**src/verilog/axil_defines.svh**
```systemverilog
// Bus widths and data memory window, included by the package and by RTL that needs them
`ifndef AXIL_DEFINES_SVH
`define AXIL_DEFINES_SVH

// --------------------
// AXI-lite bus
// --------------------
`define AXIL_DATA_WIDTH 64
`define AXIL_ADDR_WIDTH 32
// One strobe bit per byte lane
`define AXIL_STRB_WIDTH (`AXIL_DATA_WIDTH / 8)

// --------------------
// Data memory window
// --------------------
// 4 KiB of 64-bit words
`define DMEM_DEPTH_WORDS 512
`define DMEM_BASE_ADDR 32'h8000_0000

`endif

```
**src/verilog/axil_pkg.sv**
```systemverilog
// Shared types for the data memory path, imported by the bridge, the slave wrapper and the SRAM
`include "axil_defines.svh"

package axil_pkg;

  // Width typedefs
  typedef logic [`AXIL_ADDR_WIDTH-1:0]          addr_t;
  typedef logic [`AXIL_DATA_WIDTH-1:0]          data_t;
  typedef logic [`AXIL_STRB_WIDTH-1:0]          strb_t;
  typedef logic [1:0]                           resp_t;
  typedef logic [$clog2(`DMEM_DEPTH_WORDS)-1:0] word_idx_t;

  localparam resp_t RESP_OKAY   = 2'b00;
  localparam resp_t RESP_SLVERR = 2'b10;

  // --------------------
  // AXI-lite channel payloads
  // --------------------
  typedef struct packed {addr_t addr;} axil_aw_t;
  typedef struct packed {data_t data; strb_t strb;} axil_w_t;
  typedef struct packed {resp_t resp;} axil_b_t;
  typedef struct packed {addr_t addr;} axil_ar_t;
  typedef struct packed {data_t data; resp_t resp;} axil_r_t;

  // Load/store request and its completion
  typedef struct packed {
    logic  is_write;
    addr_t addr;
    data_t wdata;
    strb_t wstrb;
  } mem_req_t;

  typedef struct packed {
    data_t rdata;
    resp_t resp;
  } mem_rsp_t;

  // --------------------
  // State machines
  // --------------------
  typedef enum logic [2:0] {IDLE, WR_ADDR, WR_DATA, WR_RESP, RD_ADDR, RD_DATA} mst_state_e;
  typedef enum logic [1:0] {WS_IDLE, WS_DATA, WS_RESP} wr_state_e;
  typedef enum logic [1:0] {RS_IDLE, RS_READ, RS_DATA} rd_state_e;

endpackage

```
**src/verilog/lsu_axil_master.sv**
```systemverilog
// Load/store request to AXI-lite master bridge, one transaction in flight, used by the top level
`timescale 1ns/1ps

module lsu_axil_master
  import axil_pkg::*;
(
  input  logic     i_aclk,
  input  logic     i_rst_n,

  // Load/store request
  input  mem_req_t i_req,
  input  logic     i_req_valid,
  output logic     o_req_ready,

  // Completion
  output mem_rsp_t o_rsp,
  output logic     o_rsp_valid,
  input  logic     i_rsp_ready,

  // Write address
  output axil_aw_t o_aw,
  output logic     o_awvalid,
  input  logic     i_awready,

  // Write data
  output axil_w_t  o_w,
  output logic     o_wvalid,
  input  logic     i_wready,

  // Write response
  input  axil_b_t  i_b,
  input  logic     i_bvalid,
  output logic     o_bready,

  // Read address
  output axil_ar_t o_ar,
  output logic     o_arvalid,
  input  logic     i_arready,

  // Read data
  input  axil_r_t  i_r,
  input  logic     i_rvalid,
  output logic     o_rready
);

  mst_state_e state_q;
  mem_req_t   req_q;
  mem_rsp_t   rsp_q;
  logic       rsp_valid_q;

  logic req_fire;
  logic rsp_fire;
  logic aw_fire;
  logic w_fire;
  logic b_fire;
  logic ar_fire;
  logic r_fire;

  // --------------------
  // Handshakes
  // --------------------
  assign req_fire = i_req_valid & o_req_ready;
  assign rsp_fire = o_rsp_valid & i_rsp_ready;
  assign aw_fire  = o_awvalid & i_awready;
  assign w_fire   = o_wvalid & i_wready;
  assign b_fire   = i_bvalid & o_bready;
  assign ar_fire  = o_arvalid & i_arready;
  assign r_fire   = i_rvalid & o_rready;

  // New work only once the previous completion has been taken
  assign o_req_ready = (state_q == IDLE) & ~rsp_valid_q;

  // Channel controls come straight from the phase
  assign o_awvalid = (state_q == WR_ADDR);
  assign o_wvalid  = (state_q == WR_DATA);
  assign o_bready  = (state_q == WR_RESP);
  assign o_arvalid = (state_q == RD_ADDR);
  assign o_rready  = (state_q == RD_DATA);

  // Payloads held from the latched request
  assign o_aw.addr = req_q.addr;
  assign o_w.data  = req_q.wdata;
  assign o_w.strb  = req_q.wstrb;
  assign o_ar.addr = req_q.addr;

  assign o_rsp       = rsp_q;
  assign o_rsp_valid = rsp_valid_q;

  // --------------------
  // Phase sequencing
  // --------------------
  always_ff @(posedge i_aclk) begin
    if (!i_rst_n) begin
      state_q <= IDLE;
    end else begin
      case (state_q)
        IDLE: begin
          if (req_fire) begin
            state_q <= i_req.is_write ? WR_ADDR : RD_ADDR;
          end
        end
        WR_ADDR: begin
          if (aw_fire) begin
            state_q <= WR_DATA;
          end
        end
        WR_DATA: begin
          if (w_fire) begin
            state_q <= WR_RESP;
          end
        end
        WR_RESP: begin
          if (b_fire) begin
            state_q <= IDLE;
          end
        end
        RD_ADDR: begin
          if (ar_fire) begin
            state_q <= RD_DATA;
          end
        end
        RD_DATA: begin
          if (r_fire) begin
            state_q <= IDLE;
          end
        end
        default: state_q <= IDLE;
      endcase
    end
  end

  // Completion flag, held until the LSU takes it
  always_ff @(posedge i_aclk) begin
    if (!i_rst_n) begin
      rsp_valid_q <= 1'b0;
    end else if (b_fire | r_fire) begin
      rsp_valid_q <= 1'b1;
    end else if (rsp_fire) begin
      rsp_valid_q <= 1'b0;
    end
  end

  // Request and completion payloads
  always_ff @(posedge i_aclk) begin
    if (req_fire) begin
      req_q <= i_req;
    end
    if (b_fire) begin
      rsp_q.rdata <= '0;
      rsp_q.resp  <= i_b.resp;
    end else if (r_fire) begin
      rsp_q.rdata <= i_r.data;
      rsp_q.resp  <= i_r.resp;
    end
  end

endmodule
```
**config.mk**
```make
export PLATFORM = sky130hd
export DESIGN_NAME = lsu_axil_master
export DESIGN_NICKNAME = d
export VERILOG_FILES = /design/src/verilog/axil_pkg.sv /design/src/verilog/lsu_axil_master.sv
export VERILOG_INCLUDE_DIRS = /design/src /design/src/verilog
export SDC_FILE = /design/constraint.sdc
export NUM_CORES = 1
export LEC_CHECK = 0
export ABC_AREA = 1
export BUFFER_PORTS_ARGS = -buffer_cell sky130_fd_sc_hd__buf_2
export CAP_MARGIN = 25
export CORE_MARGIN = 10
export CORE_UTILIZATION = 36
export CTS_BUF_LIST = sky130_fd_sc_hd__clkbuf_8
export CTS_CLUSTER_SIZE = 40
export DETAILED_ROUTE_END_ITERATION = 8
export PLACE_DENSITY = 0.68
export SYNTH_ARGS = -nofsm -noshare
export SYNTH_HDL_FRONTEND = slang
export SYNTH_SLANG_ARGS = --single-unit
```
**constraint.sdc**
```tcl
create_clock -name i_aclk -period 12.35 [get_ports i_aclk]
set_clock_uncertainty 0.15 [all_clocks]
set_input_delay 1.8525 -clock i_aclk [delete_from_list [all_inputs] [get_ports i_aclk]]
set_output_delay 1.8525 -clock i_aclk [all_outputs]
set_load 0.02 [all_outputs]
```
==> results of run 1 <==
==> flip-flops by register name, indices dropped and copies added, names as in the netlist <==
register / count
o_w: 72
o_ar: 32
o_rsp_valid: 1
o_rsp: 66
state_q: 3
==> layout make-up <==
class	count	share of cell area (%)
Antenna cell	2	0.0591
Clock buffer	17	2.76
Clock inverter	15	1.85
Inverter	13	0.576
Multi-Input combinational cell	238	14.3
Sequential cell	174	53.6
Tap cell	220	3.25
Timing Repair Buffer	396	23.6
==> cell usage in the layout, fill, tap and decap left out, drive strengths merged <==
cell type	count
nor3	2
edfxtp	106
nand2	85
clkbuf	17
dfxtp	68
buf	396
nor3b	2
a21oi	66
clkinvlp	4
nand3	65
diode	2
nand4	2
nand3b	1
nor2	12
o21ai	3
bufinv	1
clkinv	3
inv	20
==> worst max path at each step <==
stage | from | end | slack, ns | cells after the start
2_1_floorplan | i_req_valid | o_ar[0] | 2.17 | 1
3_3_place_gp | i_rvalid | o_rsp[0] | 8.24 | 5
3_5_place_dp | i_rvalid | o_rsp[0] | 8.21 | 5
4_1_cts | i_rvalid | o_rsp[1] | 8.71 | 5
5_1_grt | i_rvalid | o_rsp[0] | 8.58 | 5
6_report | i_rvalid | o_rsp[1] | 8.69 | 5
==> power groups by stage <==
stage	clock network (W)	logic, W	registers, W
floorplan	0	0.000294	0.00117
global placement	0	0.000786	0.000918
detailed placement	0	0.000795	0.000920
CTS	0.000402	0.000796	0.000911
global route	0.000427	0.000846	0.000931
finish	0.000389	0.000780	0.000910
==> metrics by stage <==
| step | area, sq um | power (W) | instances |
|---|---|---|---|
| finish | 8470 | 0.00208 | 1075 |
| global route | 8470 | 0.00220 | 1073 |
| CTS | 8470 | 0.00211 | 1073 |
| detailed placement | 8080 | 0.00172 | 1041 |
| global placement | 8080 | 0.00170 | 1041 |
| floorplan | 6190 | 0.00146 | 485 |
==> metal layers <==
layer	track usage (%)	vias up	part of all wire (%)
li1	-	2368	-
met1	19.1	2289	36
met2	30.1	264	51
met3	8.89	13	12
met4	3.80	2	0.76
met5	0	-	0.061
==> worst register-to-register path: stages, from the launching register on <==
cell	delay [ns]
dfxtp_1	0.46
inv_2	0.14
nor3_4	0.23
buf_4	0.58
nand2_2	0.58
buf_4	0.43
nand2_1	0.19
==> kinds of logic after synthesis <==
logic type             count (synthesis)  synth area share, %
DFF                                  174                 73.4
and+or+nand+nor                      169                 12.1
buffers and inverters                 73                 7.13
AOI/OAI and AO/OA                     69                 7.40
==> flow_summary.ini, run 1 <==
[floorplanning]
die_area_sq_um = 22800
core_sq_um = 16700
initial_core_util_pct = 37.1
ios = 391
fp.dieH_um = 151
rows = 47
fp.dieW_um = 151

[critical_path]
cpMostUsedCell = buf_4
end_kind = flip-flop
worst_ep_required_time_ns = 12.37
path_delay_family = buffers and inverters
start_kind = input port
critPathMaxStageDelay_ns = 0.54
crit_path_top_delay_cell = buf_4
rr_endpoint = o_rsp[1]
path_buf_inv = 3
rr_startpoint = state_q[2]
r2r_cells = 6
crit_type = in2reg
cp_max_fo = 66
path_cells = buf_2, buf_4, nand2_2, buf_4, nand2_1
r2r_setup_slack_ns = 9.31
cp.arrival_ns = 3.68

[synthesis]
avgSynthCellArea_sq_um = 12.8
synth_top_cells_by_area = edfxtp_1 51%, dfxtp_1 22%, nand3_1 5.3%
ys_seq_elements = 174
yosysWarnings = 0
yosys-top-cells-count = 106 x edfxtp_1, 85 x nand2_1, 68 x dfxtp_1, 65 x nand3_1, 37 x buf_4
synth_async_sr_flop_share_pct = 0
yosysSeqAreaShare_pct = 73.4
synth_area_sq_um = 6190
synth_nets = 667
syn_inst = 485
ys_types = 20
synth_top_area_cell = edfxtp_1
synth_ff_type = edfxtp_1
yosys.area.top_type_share_pct = 51.4
synth.most_common_cell = edfxtp_1
synth_edf_count = 106

[clock_network]
cts_inserted_buffers = 17
cts_max_level = 4
clock_latency_ns = 0.45
cts_buffer_depth = 2
cts.sinks = 174
cts_resized = 0
postCtsHoldBufs = 0
cts_root_buf = clkbuf_8
clk_pin_slew_ns = 0.10
cts_tree = yes
post-cts-setup-buffers = 0

[power]
power_frac_comb_pct = 37.5
power.leakage_nw = 3.84
swShare_pct = 40.5
pwr-share-clk_pct = 18.7
pwr_density_cell_nw_per_um2 = 245
p_seq_share_pct = 43.8
p_int_w = 0.00124
vdd_drop_max_mv = 0.124
p_sw_w = 0.000842

[sta]
setup_violations = 0
tns_ns = 0
whs_ns = 0.314
period_needed_ns = 3.66
fin_crit_sh_pct = 29.6
finalHoldViolCount = 0
worst_pin_slew_ns = 0.857
relSlewSlack_pct = 42.9
fmax_mhz = 273
slew_viol_final = 0
layout_setup_ws_ns = 8.69
grt_setup_unrepaired = false

[place]
hpwlAfterDp_mm = 16.7
routabilityCongestion = 0.838
io_buffers = 390
post-place-ws_ns = 8.21

[drt]
drt-total-wl_mm = 21.3
num_vias = 4936
antenna_left = 0
first_iter_violations = 228
drc_errors = 0
drtPass1Iterations = 5
via_per_inst = 4.59
wl_per_cell_um = 19.8

[global_routing]
antenna_found_initial = 2
grt_pass1_vias = 5021
grt_pass1_wl_mm = 30.2
grt_overflow = 0
grt_util_all_layers_pct = 17.6
grt_max_degree = 68

[layout]
seq_area_sq_um = 4540
fill_cells = 1515
nets = 1022
multiInputGateArea_sq_um = 1210
syn_to_final_growth_pct = 36.9
fin_util_pct = 50.7
layout-drive-gt1-share_pct = 54.3

[job]
drv_cap = 0

[min_path]
hold_start = o_rsp[59]
hold_path_end = o_rsp[59]
min_path_cells = 2
hold_path_class = reg2reg

[run_status]
outcome = finished clean
Power figures use the tool's default switching activity.
==> inputs of run 2 (changes only) <==
Settings changed: PLACE_DENSITY 0.68 to 0.71.
Clock period 12.35 ns to 3 ns, I/O delays scaled along.
==> flow_summary.ini, run 2 (synthesized netlist as in run 1, its figures left out) <==
[run_status]
outcome = finished clean

[critical_path]
end_kind = primary output
cp_max_fo = 46
critPathMaxStageDelay_ns = 0.45
worst_ep_required_time_ns = 2.40
path_cells = inv_2, nor3_4, buf_4, buf_2
path_buf_inv = 3
start_kind = flip-flop
cp.arrival_ns = 1.97
crit_type = reg2out
path_delay_family = buffers and inverters
crit_path_top_delay_cell = dfxtp_1

[sta]
tns_ns = 0
relSlewSlack_pct = 61.4
period_needed_ns = 2.57
fin_crit_sh_pct = 85.8
finalHoldViolCount = 0
slew_viol_final = 0
grt_setup_unrepaired = false
worst_pin_slew_ns = 0.577
setup_violations = 0
layout_setup_ws_ns = 0.427
fmax_mhz = 389

[place]
hpwlAfterDp_mm = 17.3
routabilityCongestion = 0.835
dpl.cell_count = 1046
io_buffers = 390
post-place-ws_ns = 0.905

[drt]
antenna_left = 0
via_per_inst = 4.65
num_vias = 5472
drc_errors = 0
wl_per_cell_um = 20.6
drt-total-wl_mm = 24.3
drtPass1Iterations = 6
first_iter_violations = 236

[power]
vdd_drop_max_mv = 0.493
power.leakage_nw = 4.28
pwr_density_cell_nw_per_um2 = 931

[global_routing]
grt_overflow = 0
use_met3_pct = 8.53
met2_usage_pct = 33.3
grt_max_degree = 47
met1_usage_pct = 21.7
grt_pass1_wl_mm = 33.8
grt_util_all_layers_pct = 19.7
top_usage_layer = met2
antenna_found_initial = 6
grt_pass1_vias = 5520

[layout]
largest_register_ffs = 72
layout-drive-gt1-share_pct = 49.4
final_cell_mix = 390 x buf_2, 106 x edfxtp_1, 95 x dlygate4sd3_1
syn_to_final_growth_pct = 53.9
final_common_cell = buf_2
nets = 1122
layoutNonFillerInstCount = 1177

[clock_network]
cts_buffer_depth = 2
cts_root_buf = clkbuf_8
post-cts-setup-buffers = 0
cts_inserted_buffers = 17
cts.sinks = 174
cts_tree = yes
clock_latency_ns = 0.45
clk_pin_slew_ns = 0.10
cts_max_level = 4

[min_path]
hold_path_class = in2reg

[floorplanning]
fp.dieW_um = 151
initial_core_util_pct = 37.1
die_area_sq_um = 22800
fp.dieH_um = 151
rows = 47
core_sq_um = 16700
ios = 391

[job]
drv_cap = 0
-- run 2: changes by cell type in the layout (fill, tap and decap cells not counted), sizes merged --
cell / previous run / this run
dlygate4sd3: 0 / 95
buf: 396 / 401
clkinvlp: 4 / 2
diode: 2 / 4
inv: 20 / 22
-- run 2: worst paths after layout --
| kind | slack (ns) | startpoint | to | depth (start not counted) |
|---|---|---|---|---|
| setup / recovery | 0.43 | state_q[2] | o_rready | 4 |
| hold / removal | 0.03 | i_req[46] | o_w[46] | 1 |
| hold reg to reg | 0.32 | o_rsp[20] | o_rsp[20] | 2 |
| setup reg to reg | 0.94 | state_q[2] | o_rsp[12] | 6 |
-- run 2: power by group --
group          total (W)  switching [W]  internal [W]
clock            0.00161       0.000926      0.000686
combinational    0.00348        0.00233       0.00115
sequential       0.00378       0.000353       0.00343
total            0.00887        0.00361       0.00526
-- run 2: worst reg2reg max path, cell delays in order, from the launching register on --
cell and delay (ns):
dfxtp_1 0.45, inv_2 0.14, nor3_4 0.20, buf_4 0.45
buf_4 0.34, nand3_1 0.11, a21oi_1 0.17
-- run 2: stage by stage --
stage / util (%) / hold slack, ns / total power, W / cell area [sq um]
detailed placement: 49.0 / 0.304 / 0.00722 / 8190
finish: 57.1 / 0.0327 / 0.00887 / 9530
CTS: 56.2 / 0.000121 / 0.00892 / 9380
global route: 57.0 / -0.00379 / 0.00935 / 9530
floorplan: - / 0.385 / 0.00597 / 6220
global placement: 49.0 / 0.294 / 0.00715 / 8190
-- run 2: timing repair --
action | CTS | global route
gates resized for setup | 0 | 0
hold buffers | 81 | 14
endpoints found under the setup margin | 0 | 0
endpoints found under the hold margin | 81 | 14
-- run 2: metal layers --
layer,vias to the layer above,wire length [um]
met5,-,34
met4,6,542
met3,34,2540
met2,292,12300
met1,2571,8880
li1,2569,-
-- run 2: cell type report --
cell class / instances / area, sq um
sequential: 174 / 4550
clock inverter: 15 / 148
tap: 220 / 275
inverter: 13 / 48.8
multi-input combinational: 238 / 1230
fill: 1417 / 7170
antenna: 4 / 10.0
clock buffer: 17 / 234
timing repair buffer: 496 / 3040
